--- config.mk ---
export PLATFORM = sky130hd
export DESIGN_NAME = tft_draw_ctrl
export DESIGN_NICKNAME = d
export VERILOG_FILES = /design/src/rtl/tft_pkg.sv /design/src/rtl/tft_draw_ctrl.sv /design/src/rtl/draw_sequencer.sv /design/src/rtl/bus_writer.sv /design/src/rtl/fill_counter.sv
export SDC_FILE = /design/constraint.sdc
export NUM_CORES = 1
export LEC_CHECK = 0
export ABC_AREA = 0
export BUFFER_PORTS_ARGS = -buffer_cell sky130_fd_sc_hd__buf_2
export CAP_MARGIN = 20
export CORE_MARGIN = 10
export CORE_UTILIZATION = 36
export CTS_BUF_LIST = sky130_fd_sc_hd__clkbuf_8
export DETAILED_ROUTE_END_ITERATION = 12
export PLACE_DENSITY = 0.65
export SYNTH_ARGS = -nofsm -noshare
export SYNTH_HDL_FRONTEND = slang
export SYNTH_SLANG_ARGS = --single-unit
--- constraint.sdc ---
create_clock -name clk -period 3.3 [get_ports clk]
set_input_delay 0.66 -clock clk [delete_from_list [all_inputs] [get_ports clk]]
set_output_delay 0.66 -clock clk [all_outputs]
set_load 0.005 [all_outputs]
--- src/rtl/tft_pkg.sv ---
package tft_pkg;

	////////////////////////////////////////////////////////////////////////////
	// Data widths
	////////////////////////////////////////////////////////////////////////////
	typedef logic [15:0] coord_t; // Pixel coordinate or length.
	typedef logic [15:0] color_t; // RGB565 colour.
	typedef logic [15:0] bus_word_t; // Word on the panel data pins.

	// Host operation codes, same numbering as the panel driver.
	typedef enum logic [3:0] {
		OP_WINDOW = 4'd1, // Column/row window, then RAMWR.
		OP_POINT = 4'd2, // One pixel.
		OP_HLINE = 4'd3, // Horizontal run.
		OP_VLINE = 4'd4, // Vertical run.
		OP_RECT = 4'd6 // Filled box.
	} draw_op_t;

	// Sequencer states, one per bus word slot.
	typedef enum logic [3:0] {
		S_IDLE = 4'd0, // Waiting for start.
		S_CASET = 4'd1, // Column address command.
		S_COL_START = 4'd2, // First column.
		S_COL_END = 4'd3, // Last column.
		S_RASET = 4'd4, // Row address command.
		S_ROW_START = 4'd5, // First row.
		S_ROW_END = 4'd6, // Last row.
		S_RAMWR = 4'd7, // Memory write command.
		S_PIXEL = 4'd8 // Colour words.
	} seq_state_t;

	////////////////////////////////////////////////////////////////////////////
	// Panel commands and write timing
	////////////////////////////////////////////////////////////////////////////
	localparam bus_word_t CMD_CASET = 16'h002A; // Column address set.
	localparam bus_word_t CMD_RASET = 16'h002B; // Row address set.
	localparam bus_word_t CMD_RAMWR = 16'h002C; // Memory write.

	localparam int WR_LOW_CYCLES = 2; // WR low phase in clocks.
	localparam int WR_HIGH_CYCLES = 2; // WR high phase in clocks.
	localparam int WORD_CYCLES = WR_LOW_CYCLES + WR_HIGH_CYCLES; // One full write.
	localparam int PHASE_W = $clog2(WORD_CYCLES); // Phase counter width.

endpackage
--- src/rtl/tft_draw_ctrl.sv ---
`timescale 1ns/1ps

module tft_draw_ctrl
	import tft_pkg::*;
(
	input logic clk,
	input logic rst_n,
	input logic start, // One-cycle request.
	input draw_op_t op, // Operation code.
	input coord_t arg1,
	input coord_t arg2,
	input coord_t arg3,
	input coord_t arg4,
	input coord_t arg5,
	output logic done, // One-cycle end pulse.
	output logic busy, // Operation in progress.
	output logic lcd_cs,
	output logic lcd_rs,
	output logic lcd_wr,
	output bus_word_t lcd_data
);

	logic word_strobe; // Sequencer to writer request.
	bus_word_t word;
	logic is_data;
	logic word_done; // Writer finished the word.
	logic load; // Counter setup.
	coord_t width;
	coord_t height;
	logic step; // One pixel written.
	logic last; // Final pixel flag.

	draw_sequencer u_seq (
		.clk (clk),
		.rst_n (rst_n),
		.start (start),
		.op (op),
		.arg1 (arg1),
		.arg2 (arg2),
		.arg3 (arg3),
		.arg4 (arg4),
		.arg5 (arg5),
		.word_strobe (word_strobe),
		.word (word),
		.is_data (is_data),
		.word_done (word_done),
		.load (load),
		.width (width),
		.height (height),
		.step (step),
		.last (last),
		.done (done),
		.busy (busy)
	);

	fill_counter u_cnt (
		.clk (clk),
		.rst_n (rst_n),
		.load (load),
		.width (width),
		.height (height),
		.step (step),
		.last (last)
	);

	bus_writer u_wr (
		.clk (clk),
		.rst_n (rst_n),
		.word_strobe (word_strobe),
		.word (word),
		.is_data (is_data),
		.word_done (word_done),
		.busy (busy),
		.lcd_cs (lcd_cs),
		.lcd_rs (lcd_rs),
		.lcd_wr (lcd_wr),
		.lcd_data (lcd_data)
	);

endmodule

--- src/rtl/draw_sequencer.sv ---
`timescale 1ns/1ps

module draw_sequencer
	import tft_pkg::*;
(
	input logic clk,
	input logic rst_n,
	input logic start, // Host request.
	input draw_op_t op,
	input coord_t arg1,
	input coord_t arg2,
	input coord_t arg3,
	input coord_t arg4,
	input coord_t arg5,
	output logic word_strobe, // Send word to the writer.
	output bus_word_t word,
	output logic is_data, // RS level for this word.
	input logic word_done, // Writer finished.
	output logic load, // Start pixel walk.
	output coord_t width,
	output coord_t height,
	output logic step, // Pixel written.
	input logic last, // Current pixel is the final one.
	output logic done, // End of operation.
	output logic busy
);

	seq_state_t state;
	seq_state_t next_hdr; // Following header slot.
	logic pending; // Word strobed, waiting for done.
	logic accept; // Start taken this cycle.

	coord_t col_start;
	coord_t col_end;
	coord_t row_start;
	coord_t row_end;
	color_t color_r;
	logic has_pixels; // Window op writes no colour.

	assign accept = start && (state == S_IDLE); // Start ignored while busy.
	assign busy = (state != S_IDLE);

	// Window size for the pixel counter.
	assign width = col_end - col_start + 16'd1;
	assign height = row_end - row_start + 16'd1;

	////////////////////////////////////////////////////////////////////////////
	// Operand capture
	////////////////////////////////////////////////////////////////////////////
	always_ff @(posedge clk) begin
		if (accept) begin
			case (op)
				OP_POINT: begin
					col_start <= arg1; // Single column.
					col_end <= arg1;
					row_start <= arg2; // Single row.
					row_end <= arg2;
					color_r <= arg3;
					has_pixels <= 1'b1;
				end
				OP_HLINE: begin
					col_start <= arg1;
					col_end <= arg1 + arg3 - 16'd1; // Length arg3.
					row_start <= arg2;
					row_end <= arg2;
					color_r <= arg5;
					has_pixels <= 1'b1;
				end
				OP_VLINE: begin
					col_start <= arg1;
					col_end <= arg1;
					row_start <= arg2;
					row_end <= arg2 + arg3 - 16'd1; // Length arg3.
					color_r <= arg5;
					has_pixels <= 1'b1;
				end
				OP_RECT: begin
					col_start <= arg1; // Corners given directly.
					col_end <= arg3;
					row_start <= arg2;
					row_end <= arg4;
					color_r <= arg5;
					has_pixels <= 1'b1;
				end
				default: begin
					// Window and unknown codes: address only.
					col_start <= arg1;
					col_end <= arg2;
					row_start <= arg3;
					row_end <= arg4;
					color_r <= arg5;
					has_pixels <= 1'b0;
				end
			endcase
		end
	end

	////////////////////////////////////////////////////////////////////////////
	// Word select
	////////////////////////////////////////////////////////////////////////////
	always_comb begin
		word = '0;
		is_data = 1'b0; // Commands go out with RS low.
		next_hdr = S_IDLE;
		case (state)
			S_CASET: begin
				word = CMD_CASET;
				next_hdr = S_COL_START;
			end
			S_COL_START: begin
				word = col_start;
				is_data = 1'b1;
				next_hdr = S_COL_END;
			end
			S_COL_END: begin
				word = col_end;
				is_data = 1'b1;
				next_hdr = S_RASET;
			end
			S_RASET: begin
				word = CMD_RASET;
				next_hdr = S_ROW_START;
			end
			S_ROW_START: begin
				word = row_start;
				is_data = 1'b1;
				next_hdr = S_ROW_END;
			end
			S_ROW_END: begin
				word = row_end;
				is_data = 1'b1;
				next_hdr = S_RAMWR;
			end
			S_RAMWR: begin
				word = CMD_RAMWR;
				next_hdr = S_PIXEL;
			end
			S_PIXEL: begin
				word = color_r; // Same colour for every pixel.
				is_data = 1'b1;
				next_hdr = S_PIXEL;
			end
			default: ;
		endcase
	end

	////////////////////////////////////////////////////////////////////////////
	// Sequencer FSM
	////////////////////////////////////////////////////////////////////////////
	always_ff @(posedge clk or negedge rst_n) begin
		if (!rst_n) begin
			state <= S_IDLE;
			pending <= 1'b0;
			word_strobe <= 1'b0;
			load <= 1'b0;
			step <= 1'b0;
			done <= 1'b0;
		end else begin
			word_strobe <= 1'b0; // All pulses one cycle.
			load <= 1'b0;
			step <= 1'b0;
			done <= 1'b0;
			if (state == S_IDLE) begin
				if (accept)
					state <= S_CASET;
			end else if (!pending) begin
				word_strobe <= 1'b1; // Writer is idle here.
				pending <= 1'b1;
			end else if (word_done) begin
				pending <= 1'b0;
				if (state == S_PIXEL) begin
					step <= 1'b1; // Advance pixel counter.
					if (last) begin
						state <= S_IDLE;
						done <= 1'b1;
					end
				end else if (state == S_RAMWR && !has_pixels) begin
					state <= S_IDLE; // Window op ends after RAMWR.
					done <= 1'b1;
				end else begin
					if (state == S_RAMWR)
						load <= 1'b1; // Arm counter for the fill.
					state <= next_hdr;
				end
			end
		end
	end

endmodule

--- src/rtl/bus_writer.sv ---
`timescale 1ns/1ps

module bus_writer
	import tft_pkg::*;
(
	input logic clk,
	input logic rst_n,
	input logic word_strobe, // Start one write.
	input bus_word_t word,
	input logic is_data, // RS level.
	output logic word_done, // Last high cycle.
	input logic busy, // Operation in progress.
	output logic lcd_cs,
	output logic lcd_rs,
	output logic lcd_wr,
	output bus_word_t lcd_data
);

	logic active; // Write cycle running.
	logic [PHASE_W-1:0] phase; // Clock within the write.

	// Chip select spans the whole operation.
	assign lcd_cs = ~busy;

	////////////////////////////////////////////////////////////////////////////
	// 8080 write cycle
	////////////////////////////////////////////////////////////////////////////
	always_ff @(posedge clk or negedge rst_n) begin
		if (!rst_n) begin
			active <= 1'b0;
			phase <= '0;
			word_done <= 1'b0;
			lcd_wr <= 1'b1; // Idle high.
			lcd_rs <= 1'b1;
			lcd_data <= '0;
		end else begin
			word_done <= 1'b0;
			if (!active) begin
				if (word_strobe) begin
					active <= 1'b1;
					phase <= '0;
					lcd_wr <= 1'b0; // Low phase begins.
					lcd_rs <= is_data;
					lcd_data <= word; // Held until next strobe.
				end
			end else begin
				phase <= phase + 1'b1;
				if (phase == PHASE_W'(WR_LOW_CYCLES - 1))
					lcd_wr <= 1'b1; // Rising edge latches data.
				if (phase == PHASE_W'(WORD_CYCLES - 2))
					word_done <= 1'b1; // Lands on last high cycle.
				if (phase == PHASE_W'(WORD_CYCLES - 1))
					active <= 1'b0;
			end
		end
	end

endmodule

--- src/rtl/fill_counter.sv ---
`timescale 1ns/1ps

module fill_counter
	import tft_pkg::*;
(
	input logic clk,
	input logic rst_n,
	input logic load, // New area.
	input coord_t width, // Columns in area.
	input coord_t height, // Rows in area.
	input logic step, // One pixel done.
	output logic last // On final pixel.
);

	coord_t col; // Column within area.
	coord_t row; // Row within area.
	coord_t col_max; // Width minus one.
	coord_t row_max; // Height minus one.

	// Area limits, held for the whole fill.
	always_ff @(posedge clk) begin
		if (load) begin
			col_max <= width - 16'd1;
			row_max <= height - 16'd1;
		end
	end

	// Column runs first, row advances on wrap.
	always_ff @(posedge clk or negedge rst_n) begin
		if (!rst_n) begin
			col <= '0;
			row <= '0;
		end else if (load) begin
			col <= '0;
			row <= '0;
		end else if (step) begin
			if (col == col_max) begin
				col <= '0; // End of row.
				row <= (row == row_max) ? '0 : row + 16'd1;
			end else begin
				col <= col + 16'd1;
			end
		end
	end

	assign last = (col == col_max) && (row == row_max); // Both on final values.

endmodule

# Word level (Yosys, flattened, before mapping)
# Index checks and enable logic that the tools add are counted.
# Widths: inputs -> output; s select.
[classes]
bitwise = 2
n_addsub = 13
eq_ne = 20
n_reduce_logical = 19
muxes = 52
[op_table]
columns = ["cell", "n"]
rows = [
  ["$mux 16", 9],
  ["$pmux 16 s8", 1],
  ["$add 16x1->16 const B", 4],
  ["$sub 16x1->16 const B", 4],
  ["$pmux 16 s3", 1],
  ["$add 16x16->16", 2],
  ["$eq 16x16->1", 2],
  ["$pmux 16 s2", 1],
  ["$sub 16x16->16", 2],
  ["$mux 1", 30],
  ["$mux 4", 7],
  ["$pmux 4 s7", 1],
  ["$eq 4x3->1 const B", 6],
  ["$eq 4x2->1 const B", 4],
  ["$reduce_bool 2->1", 5],
  ["$reduce_and 2->1", 3],
  ["$reduce_or 5->1", 1],
  ["$eq 2x2->1 const B", 2],
  ["$eq 4x1->1 const B", 1],
  ["$eq 4x4->1 const B", 1],
  ["$logic_not 4->1", 1],
  ["$mux 2", 2],
  ["$reduce_and 4->1", 1],
  ["$reduce_bool 4->1", 1],
  ["10 further kinds", 14],
]
[totals]
out_inout_bits = 21
regBits = 176
in_bits = 87
wordCells = 128

# Longest topological paths before layout
# Gate-level depths: netlist of run 1.
[depth]
depth_word = 7
depth_mapped = 12
mapped_depth_nobuf = 12

# Modules after synthesis
# From an unflattened synthesis of run 1, not the netlist that was laid out.
[unflattened]
hier_cells = 1330
area_unflattened_um2 = 12894.9
[modules_own_cells]
columns = ["module", "cells_per_inst", "seq_area_each_um2", "n_inst", "area_each_um2"]
rows = [
  ["draw_sequencer", 931, 2657.5, 1, 8339.2],
  ["fill_counter", 342, 1761.7, 1, 3629.7],
  ["bus_writer", 57, 553.0, 1, 925.9],
]

# Worst setup path after synthesis of run 1
# Ideal clock, no wire load.
[synth_timing]
path_type = "flip-flop to flip-flop"
start = "register u_seq.state[2]"
end = "register u_seq.col_end[0], enable pin"
arrival_ns = 3.188
slack_ns = -0.337
period_less_slack_ns = 3.637
stages_incl_launch_ff = 4
path_cell_list = "dfrtp_1 > or2_2 > nor3_1 > and2_1"
[synth_between]
elab_chain_cells = 2
[synth_lines]
columns = ["item", "line", "source"]
rows = [
  ["start: declaration", "draw_sequencer.sv:28", "seq_state_t state;"],
  ["start signal: assignment", "draw_sequencer.sv:183", "state <= next_hdr;"],
  ["$logic_not 4->1", "draw_sequencer.sv:40", "assign accept = start && (state == S_IDLE);"],
  ["$logic_and 1x1->1", "draw_sequencer.sv:40", ""],
  ["named net u_seq.accept", "draw_sequencer.sv:31", "logic accept;"],
  ["end signal: assignment", "draw_sequencer.sv:55", "col_end <= arg1;"],
  ["end signal: assignment", "draw_sequencer.sv:63", "col_end <= arg1 + arg3 - 16'd1;"],
  ["end signal: assignment", "draw_sequencer.sv:71", "col_end <= arg1;"],
  ["end: declaration", "draw_sequencer.sv:34", "coord_t col_end;"],
]
# The timed path passes the listed nets, and every way through them passes these cells.
# A chain may end at the register's enable or synchronous reset.

# Final worst setup path of run 1
[layout_timing]
start = "input port arg3[1]"
end = "register u_seq.col_end[15], data pin"
[layout_between]
elab_chain_cells = 3
[layout_lines]
columns = ["item", "line", "source"]
rows = [
  ["start: declaration", "tft_draw_ctrl.sv:12", "input coord_t arg3,"],
  ["$add 16x16->16", "draw_sequencer.sv:63", ""],
  ["$sub 16x1->16", "draw_sequencer.sv:63", ""],
  ["$pmux 16 s3", "draw_sequencer.sv:52", "case (op)"],
]
# Every way passes these cells.

==> results.md, run 1 <==
- Outcome: completed
- R2r startpoint: u_seq.row_start[0]$_DFFE_PP_
- Worst Path Arrival: 3150 ps
- R2R depth: 9
- Share of layout cells above drive strength 1: 17.6%
- Initial antenna violation count: 0
- Drt initial violations: 752
- Clk_skew: 20.2 ps
- Residual DRC count: 0
- CP required: 3540 ps
- Worst-Margin Slew: 720 ps
- Async SR Flop Fraction: 35.8%
- Slowest cell on crit path: fa_1
- PortBufs: 107
- Clock Pin Slew Worst Setup and Hold Paths: 100 ps
- Grt ovf: 0
- Initial Util: 36.4%
- Worst R2R Setup Slack: 540 ps
- Maximum clock frequency: 0.343 GHz
- Die H: 201 µm
- Setup_tns: 0 ps
- Syn_area_per_cell: 9.34 µm²
- Core footprint: 32400 µm²
- Num CTS Buffers: 17
- Compound-gate portion of the synthesized area: 19.9%
- Simple-gate share of the synthesized area: 12.4%
- CTS tree: built
- Drt wl/cell: 17.4 µm
- Final setup violation count: 0
- Top cells by count, synth: inv_1 (158), edfxtp_1 (113), nor2_1 (103), nand2_1 (94), o21ai_0 (94)
- Routed wire length: 33000 µm
- Xor/xnor share of the synthesized area: 6.69%
- Syn Std Cell Area: 11800 µm²
- RSZ-0062 raised after global routing: false
- Nets: 1618
- Final hold vios: 0
- Post-synthesis net count: 1445
- Worst setup path start: arg3[1]
- CP startpoint kind: primary input
- Yosys reg bits: 176
- First-pass GRT wire length: 52400 µm
- # diodes: 0
- Root Driver: clkbuf_8
- Most frequent cell after synthesis: inv_1
- Cts repair resizes: 0
- Setup Fix Bufs, Post-CTS: 0
- Multiplexer share of the synthesized area: 1.81%
- Via count: 9764
- Max_slew headroom: 51.6%
- Fin area: 13800 µm²
- Synth area leader: edfxtp_1
- Ports: 108
- Total GRT Usage: 16.0%
- Crit Path Class: in2reg
- Cell Pwr Density: 358 nW/µm²
- Placed Cells: 1857
- Synth unique cells: 69
- Final cell count without fillers: 1889
- Minimum clock period: 2910 ps
- Final max-slew violation count: 0
- Worst-Skew Late Latency: 480 ps
- DR pass1 iterations: 7
- Util after Layout: 42.5%
- Via density: 5.17
- Cells along the critical path: buf_2, inv_1, ha_1, inv_1, ha_1, fa_1, a211o_1, a21oi_2, or3_1, a221oi_1, xnor2_1, nor2_1, o32a_1
- Top Family by Delay on Critical Path: compound AO/OA/AOI/OAI gates
- Largest family of logic cells by synthesized area: compound AO/OA/AOI/OAI gates
- Crit-path max cell delay: 460 ps
- Final worst-path cycle share: 88.3%
- Sequential-to-total area share from yosys stat: 42.2%
- Routed Antenna Nets: 0
- Die Wd: 201 µm
- Largest cells by area after synthesis: edfxtp_1 (29%), dfrtp_1 (13%), ha_1 (9.9%)
- Routability cong.: 0.923
- Clk buf depth: 2
- Hold Crit Class: in2async
- Layout area overhead: 16.8%
- Die footprint: 40300 µm²
- Peak supply drop: 0.000264 V
- CP Capture Type: flip-flop
- Worst R2R End: u_cnt.row_max[14]$_DFFE_PP_
- Site Rows: 66
- CP bufs+invs: 3
- Largest net degree at the start of global routing: 47
- Clk sinks: 176
- H-tree depth: 4
- Post-DP HPWL: 27000 µm
- Max Cap Viol: 0
- Post-Synth Adder-Cell Area: 10.6%
- Post-synth EDFFs: 113
- Largest driver fanout on the critical path: 4
- Main synth FF type: edfxtp_1
- Cell Area, Placed: 13400 µm²
- Synth top area share: 28.8%
- Number of global-route vias before repair: 9850
- Cells after Synth: 1261
- Ys Warns: 0
- Power Total: 4.92 mW
- Static Leakage: 6.02 nW
- CTS Hold Bufs: 0
## layer usage
layer | share of wire [%] | wire length [µm] | global-route usage [%]
met5 | 0 | 0 | 0
met4 | 3.0 | 980 | 6.90
met3 | 4.1 | 1340 | 2.15
met2 | 50 | 16600 | 28.3
met1 | 43 | 14000 | 19.1
## worst max-delay path by stage
stage | slack (ps) | end | cells after the start
6_report | 390 | u_seq.col_end[15]$_DFFE_PP_ | 13
5_1_grt | 270 | u_seq.col_end[11]$_DFFE_PP_ | 13
4_1_cts | 410 | u_seq.col_end[15]$_DFFE_PP_ | 13
3_5_place_dp | -100 | u_seq.col_end[15]$_DFFE_PP_ | 13
3_3_place_gp | -100 | u_seq.col_end[15]$_DFFE_PP_ | 13
2_1_floorplan | 150 | u_seq.row_end[15]$_DFFE_PP_ | 12
## placed cells by master, fill, tap and decap left out, types with 4 or more instances in the layout
master / n
nand3_1: 19
o31ai_1: 13
a21oi_1: 86
mux2_1: 4
and3_1: 14
edfxtp_1: 113
or3_1: 5
a22oi_1: 33
xor2_1: 21
and2_1: 5
ha_1: 93
buf_4: 84
nor2b_1: 7
nand2b_1: 18
a211oi_1: 19
o32a_1: 4
dfrtp_1: 61
o21ai_0: 94
o21bai_1: 5
fa_1: 4
mux2_2: 14
o211ai_1: 7
buf_2: 107
inv_1: 159
a221o_1: 4
o21a_1: 16
nor2_1: 103
inv_6: 4
xnor2_1: 69
a222oi_1: 8
a21o_1: 23
a31oi_1: 4
nand2_1: 94
o21ai_1: 23
nor3_1: 16
nand4_1: 11
clkbuf_8: 17
## flip-flops by register name, summed over array words and instances, names as in the netlist
name and flops:
u_seq.has_pixels 1, u_seq.row_start 16, u_wr.phase 2, u_cnt.row 16
u_seq.load 1, u_cnt.row_max 16, u_wr.word_done 1, u_wr.lcd_data 16
u_seq.col_end 16, u_cnt.col_max 16, u_seq.step 1, u_seq.word_strobe 1
u_wr.lcd_rs 1, u_seq.color_r 16, u_seq.pending 1, u_wr.lcd_wr 1
u_seq.row_end 16, u_seq.col_start 16, u_seq.done 1, u_seq.state 4
u_wr.active 1, u_cnt.col 16
## cells by family (layout without fill, tap and decap cells)
group,Yosys count,count (layout)
flops,176,176
mux,19,19
simple gates,313,313
fa+ha+maj,97,97
xor+xnor,90,90
buf+inv,198,384
compound gates,368,368
## final cells by class
type / instances / area, µm²
sequential: 176 / 4970
fill: 3253 / 18600
clock inverter: 15 / 158
timing repair buffer: 192 / 1190
inverter: 160 / 601
clock buffer: 17 / 234
multi-input combinational: 887 / 6050
tap: 442 / 553
## where the power goes
part | leakage [nW] | switching [mW] | internal (mW)
sequential | 1.87 | 0.0156 | 2.39
clock | 0.205 | 0.828 | 0.684
combinational | 3.94 | 0.556 | 0.451
## worst register-to-register path: stages, from the launching register on
cell and delay, ps:
edfxtp_1 410, ha_1 250, fa_1 420, nor2b_1 130
o21a_1 130, o21ai_0 120, a211oi_1 470, o22ai_1 210
o21ai_0 250, xor2_1 90
## stage by stage
step	setup WS, ps	hold slack, ps
after detailed placement	-104	446
after CTS	410	184
after global routing	271	207
after floorplan	150	364
after global placement	-102	440
final	387	190
No activity file was read; power rests on OpenSTA's default activity.
==> run 2: changes to the inputs <==
Settings changed: PLACE_DENSITY 0.65 to 0.62.
==> run 2 against run 1 <==
Effect of this change:
- sequential share of layout area grew 0.15 points
- design area down 0.42%
- setup slack lost 110 ps
- final cell count is 0.32% lower
- total power decreased by 0.97%
- maximum frequency is 3.5% lower
- critical path depth unchanged
- sequential cell count stayed put
- via count grew 0.32%
- highest routed layer is now met5
==> results.md, run 2 (same netlist as run 1, synthesis figures left out) <==
- Via count: 9795 (was 9764)
- Clock share of power: 30.4% (was 30.7%)
- Slowest cell on crit path: fa_1 (unchanged)
- Initial antenna violation count: 1 (was 0)
- Uppermost routed layer: met5 (was met4)
- P_sw: 1.37 mW (was 1.40 mW)
- Largest driver fanout on the critical path: 4 (unchanged)
- Final worst-path cycle share: 91.5% (was 88.3%)
- CP Capture Type: flip-flop (unchanged)
- Die footprint: 40300 µm² (unchanged)
- Worst-Margin Slew: 849 ps (was 720 ps)
- Drt wl/cell: 17.4 µm (about the same)
- Multi-input gate area: 6050 µm² (unchanged)
- Layout area overhead: 16.3% (was 16.8%)
- Routed Antenna Nets: 0 (unchanged)
- CP bufs+invs: 3 (unchanged)
- CP required: 3530 ps (was 3540 ps)
- First-pass GRT wire length: 52900 µm (was 52400 µm)
- Crit-path max cell delay: 490 ps (was 460 ps)
- CTS Hold Bufs: 0 (unchanged)
- Clock Pin Slew Worst Setup and Hold Paths: 100 ps (about the same)
- Clk buf depth: 2 (unchanged)
- Int Pwr: 3.50 mW (was 3.52 mW)
- Via density: 5.20 (was 5.17)
- Worst Path Arrival: 3250 ps (was 3150 ps)
- Post-DP HPWL: 26600 µm (was 27000 µm)
- H-tree depth: 4 (unchanged)
- PortBufs: 107 (unchanged)
- Ports: 108 (unchanged)
- Residual DRC count: 0 (unchanged)
- Hold Crit Class: in2async (unchanged)
- Register area: 4970 µm² (unchanged)
- Initial Util: 36.4% (unchanged)
- Site Rows: 66 (unchanged)
- Max_slew headroom: 43.4% (was 51.6%)
- WHS: 347 ps (was 190 ps)
- CP startpoint kind: primary input (unchanged)
- Root Driver: clkbuf_8 (unchanged)
- Clk sinks: 176 (unchanged)
- Worst-Skew Late Latency: 480 ps (about the same)
- Sw Share: 28.2% (was 28.4%)
- # diodes: 0 (unchanged)
- Nets: 1612 (was 1618)
- CTS tree: built (unchanged)
- Die H: 201 µm (unchanged)
- Share of layout cells above drive strength 1: 17.0% (was 17.6%)
- Combinational Power Share: 20.3% (was 20.5%)
- Met3 Wirelength: 1260 µm (was 1340 µm)
- Num CTS Buffers: 17 (unchanged)
- Final setup violation count: 0 (unchanged)
- Largest net degree at the start of global routing: 64 (was 47)
- Crit Path Class: in2reg (unchanged)
- Max Cap Viol: 0 (unchanged)
- Outcome: completed (unchanged)
- Cell Pwr Density: 356 nW/µm² (was 358 nW/µm²)
- Maximum clock frequency: 0.331 GHz (was 0.343 GHz)
- Most frequent cells in the layout: inv_1 (162), edfxtp_1 (113), buf_2 (107) (was inv_1 (159), edfxtp_1 (113), buf_2 (107))
- Routability cong.: 0.942 (was 0.923)
- Cts repair resizes: 0 (unchanged)
- Routed wire length: 32700 µm (was 33000 µm)
- Static Leakage: 6.00 nW (was 6.02 nW)
- DR pass1 iterations: 6 (was 7)
- Fillcell total: 3295 (was 3253)
- Setup Fix Bufs, Post-CTS: 0 (unchanged)
- Top Family by Delay on Critical Path: compound AO/OA/AOI/OAI gates (unchanged)
- Metal2 WL: 16200 µm (was 16600 µm)
- Core footprint: 32400 µm² (unchanged)
- Total GRT Usage: 16.2% (was 16.0%)
- Final hold vios: 0 (unchanged)
- Grt ovf: 0 (unchanged)
- Peak supply drop: 0.000171 V (was 0.000264 V)
- Final cell count without fillers: 1883 (was 1889)
- Clk_skew: 19.8 ps (was 20.2 ps)
- Cells along the critical path: buf_2, inv_1, ha_1, inv_1, ha_1, fa_1, a211o_1, a21oi_2, or3_1, a221oi_1, xnor2_1, nor2_1, o32a_1 (unchanged)
- Reg power frac: 49.3% (was 48.8%)
- Die Wd: 201 µm (unchanged)
- Drt initial violations: 732 (was 752)
- RSZ-0062 raised after global routing: false (unchanged)
- Minimum clock period: 3020 ps (was 2910 ps)
- Number of global-route vias before repair: 9964 (was 9850)
- DRT met1 WL: 14000 µm (about the same)
- Final max-slew violation count: 0 (unchanged)
- Placed Cells: 1851 (was 1857)
- Commonest non-fill, non-tap cell in the layout: inv_1 (unchanged)
## run 2: final timing paths
path,startpoint,endpoint,slack (ps),depth (start not counted)
worst min-delay path,rst_n,u_wr.lcd_data[4]$_DFFE_PN0P_,350,2
worst max-delay path,arg3[1],u_seq.col_end[15]$_DFFE_PP_,280,13
min in group clk,arg1[2],u_seq.col_start[2]$_DFFE_PP_,410,1
max in group asynchronous,rst_n,u_cnt.row[14]$_DFFE_PN0P_,2360,2
worst min register to register,u_seq.pending$_DFFE_PN0N_,u_seq.word_strobe$_DFF_PN0_,450,1
worst max register to register,u_seq.row_end[0]$_DFFE_PP_,u_cnt.row_max[14]$_DFFE_PP_,500,10
## run 2: worst register-to-register path: stages, from the launching register on
cell and delay (ps):
edfxtp_1 400, inv_1 90, ha_1 230, fa_1 410, nor2b_1 130, o21a_1 140, o21ai_0 110, a211oi_1 500
o22ai_1 220, o21ai_0 230, xor2_1 90
## run 2: area by class of cell
type	instances	share of cell area, %
multi-input cells	887	44.2
flip-flops and latches	176	36.3
repair buffers	186	8.33
inverters	160	4.38
well taps	442	4.04
clock buffers	17	1.71
clock inverters	15	1.06
## run 2: stage by stage
step	setup WS (ps)	setup TNS, ps	cell area, µm²	total power, mW	utilization, %
3_5_place_dp	-140	-530	13300	3.43	41.1
3_3_place_gp	-131	-431	13300	3.42	41.1
2_1_floorplan	150	0	11800	3.04	-
4_1_cts	372	0	13700	4.91	42.3
5_1_grt	207	0	13700	5.12	42.3
6_report	281	0	13700	4.87	42.3
## run 2: power by group through the flow
stage	registers [mW]	logic, mW	clock network (mW)
global placement	2.45	0.975	0
finish	2.40	0.989	1.48
CTS	2.40	0.988	1.52
global route	2.40	1.10	1.61
detailed placement	2.45	0.982	0
floorplan	2.44	0.602	0
## run 2: layer usage
metal / up-vias / global-route usage, %
met5: - / 0
met4: 2 / 7.44
met3: 65 / 2.10
met2: 264 / 28.0
met1: 4656 / 19.6
li1: 4808 / -
==> run 3: changes to the inputs <==
Settings changed: PLACE_DENSITY 0.62 to 0.6.
Clock period 3.3 ns to 2.97 ns, I/O delays scaled along.
==> run 3 against run 2 <==
Effect of this change:
- wire length rose by 2.7%
- sequential power rose by 11%
- die area did not move
- non-clock buffer count rose by 67
- total power rose by 15%
- critical path depth rose by 1
- first-iteration DRC count rose by 14%
- setup slack got worse by 140 ps
- design area rose by 3.9%
- clock power rose by 14%
- critical path type unchanged
- largest power group unchanged
- highest routed layer is now met4
==> results.md, run 3 (same netlist as run 1, synthesis figures left out) <==
- Drt initial violations: 837 (was 732)
- Drt wl/cell: 17.2 µm (was 17.4 µm)
- Multi-input gate area: 6070 µm² (was 6050 µm²)
- Commonest non-fill, non-tap cell in the layout: inv_1 (unchanged)
- CP Capture Type: flip-flop (unchanged)
- Hold Crit Class: in2async (unchanged)
- Final setup violation count: 0 (unchanged)
- Num CTS Buffers: 17 (unchanged)
- Grt ovf: 0 (unchanged)
- Routability cong.: 0.910 (was 0.942)
- Outcome: completed (unchanged)
- Clk_skew: 23.7 ps (was 19.8 ps)
- Core footprint: 32400 µm² (unchanged)
- Worst setup path start: arg3[2] (was arg3[1])
- Max_slew headroom: 28.7% (was 43.4%)
- Fin area: 14200 µm² (was 13700 µm²)
- Minimum clock period: 2830 ps
- Final hold vios: 0 (unchanged)
- Site Rows: 66 (unchanged)
- Die Wd: 201 µm (unchanged)
- Initial Util: 36.4% (unchanged)
- Clk sinks: 176 (unchanged)
- Peak supply drop: 0.000227 V (was 0.000171 V)
- Final max-slew violation count: 0 (unchanged)
- Worst Path Arrival: 3090 ps (was 3250 ps)
- Worst-Margin Slew: 1070 ps (was 849 ps)
- Root Driver: clkbuf_8 (unchanged)
- R2r startpoint: u_seq.row_start[1]$_DFFE_PP_ (was u_seq.row_end[0]$_DFFE_PP_)
- Post-DP HPWL: 27500 µm (was 26600 µm)
- Register area: 4970 µm² (unchanged)
- Via count: 9977 (was 9795)
- Nets: 1679 (was 1612)
- Util after Layout: 44.0% (was 42.3%)
- Worst R2R End: u_cnt.row_max[15]$_DFFE_PP_ (was u_cnt.row_max[14]$_DFFE_PP_)
- Fillcell total: 3259 (was 3295)
- Setup Fix Bufs, Post-CTS: 0 (unchanged)
- Maximum clock frequency: 0.354 GHz
- PortBufs: 107 (unchanged)
- First-pass GRT wire length: 53600 µm (was 52900 µm)
- CTS Hold Bufs: 0 (unchanged)
- CP required: 3230 ps (was 3530 ps)
- Final worst-path cycle share: 95.2%
- Largest driver fanout on the critical path: 3 (was 4)
- Initial antenna violation count: 0 (was 1)
- # diodes: 0 (unchanged)
- Share of layout cells above drive strength 1: 21.0% (was 17.0%)
- Layout area overhead: 20.8% (was 16.3%)
- Die H: 201 µm (unchanged)
- Worst-Skew Late Latency: 480 ps (about the same)
- Capture point of the worst path: u_seq.row_end[14]$_DFFE_PP_ (was u_seq.col_end[15]$_DFFE_PP_)
- DR pass1 iterations: 5 (was 6)
- Power Total: 5.58 mW (was 4.87 mW)
- Number of global-route vias before repair: 10100 (was 9964)
- Clock Pin Slew Worst Setup and Hold Paths: 110 ps (was 100 ps)
- Routed Antenna Nets: 0 (unchanged)
- Cell Area, Placed: 13800 µm² (was 13300 µm²)
- Setup_tns: 0 ps (unchanged)
- CTS tree: built (unchanged)
- R2R depth: 9 (was 10)
- Largest net degree at the start of global routing: 46 (was 64)
- Die footprint: 40300 µm² (unchanged)
- CP startpoint kind: primary input (unchanged)
- Routed wire length: 33600 µm (was 32700 µm)
- H-tree depth: 4 (unchanged)
- Via density: 5.12 (was 5.20)
- Most frequent cells in the layout: inv_1 (160), buf_4 (145), edfxtp_1 (113) (was inv_1 (162), edfxtp_1 (113), buf_2 (107))
- Crit Path Class: in2reg (unchanged)
- Residual DRC count: 0 (unchanged)
- Clk buf depth: 2 (unchanged)
- Cell Pwr Density: 392 nW/µm² (was 356 nW/µm²)
- Worst R2R Setup Slack: 270 ps (was 500 ps)
- Ports: 108 (unchanged)
- Max Cap Viol: 0 (unchanged)
- Static Leakage: 6.31 nW (was 6.00 nW)
- Total GRT Usage: 16.4% (was 16.2%)
-- run 3: power breakdown --
part           internal, mW  leakage, nW  switching (mW)
Clock                 0.762        0.202           0.929
Sequential             2.65         1.87          0.0167
Combinational         0.578         4.24           0.645
-- run 3: repair_timing --
item / in CTS / in global routing
endpoints found under the hold margin: 0 / 0
setup endpoints to repair: 0 / 2
resized for setup: 0 / 2
-- run 3: worst min path at each step --
stage | endpoint | depth (start not counted) | slack (ps)
after floorplan | u_cnt.col[0]$_DFFE_PN0P_ | 0 | 300
after global placement | u_seq.word_strobe$_DFF_PN0_ | 1 | 440
after detailed placement | u_seq.word_strobe$_DFF_PN0_ | 1 | 440
after CTS | u_cnt.col[5]$_DFFE_PN0P_ | 1 | 90
after global routing | u_cnt.col[7]$_DFFE_PN0P_ | 1 | 110
final | u_cnt.col[5]$_DFFE_PN0P_ | 1 | 90
-- run 3: final cells by class --
class | count | share of cell area (%)
tap | 442 | 3.89
clock buffer | 17 | 1.64
timing repair buffer | 253 | 11.6
multi-input combinational | 887 | 42.6
sequential | 176 | 34.9
inverter | 160 | 4.22
clock inverter | 15 | 1.12
-- run 3: layer usage --
layer  GRT usage (%)  routed length [µm]  up-vias
met3            2.28                1300       48
li1                -                   -     4952
met5               0                   0        -
met4            5.57                 775        0
met2            29.4               16900      239
met1            19.8               14600     4738
-- run 3: worst max-delay path: stages --
cell and delay [ps]:
buf_2 90, inv_1 60, ha_1 270, inv_1 50
ha_1 320, a211oi_2 270, buf_4 150, o211ai_1 210
and3_1 240, a221oi_1 280, buf_4 160, xor2_1 160
o21ai_0 100, buf_4 140
-- run 3: through the flow --
stage	worst slack, ps	hold slack, ps	std cells
2_1_floorplan	15.2	298	1261
3_3_place_gp	-314	442	1918
3_5_place_dp	-372	444	1918
4_1_cts	144	86.7	1950
5_1_grt	-12.4	107	1950
6_report	143	89.9	1950
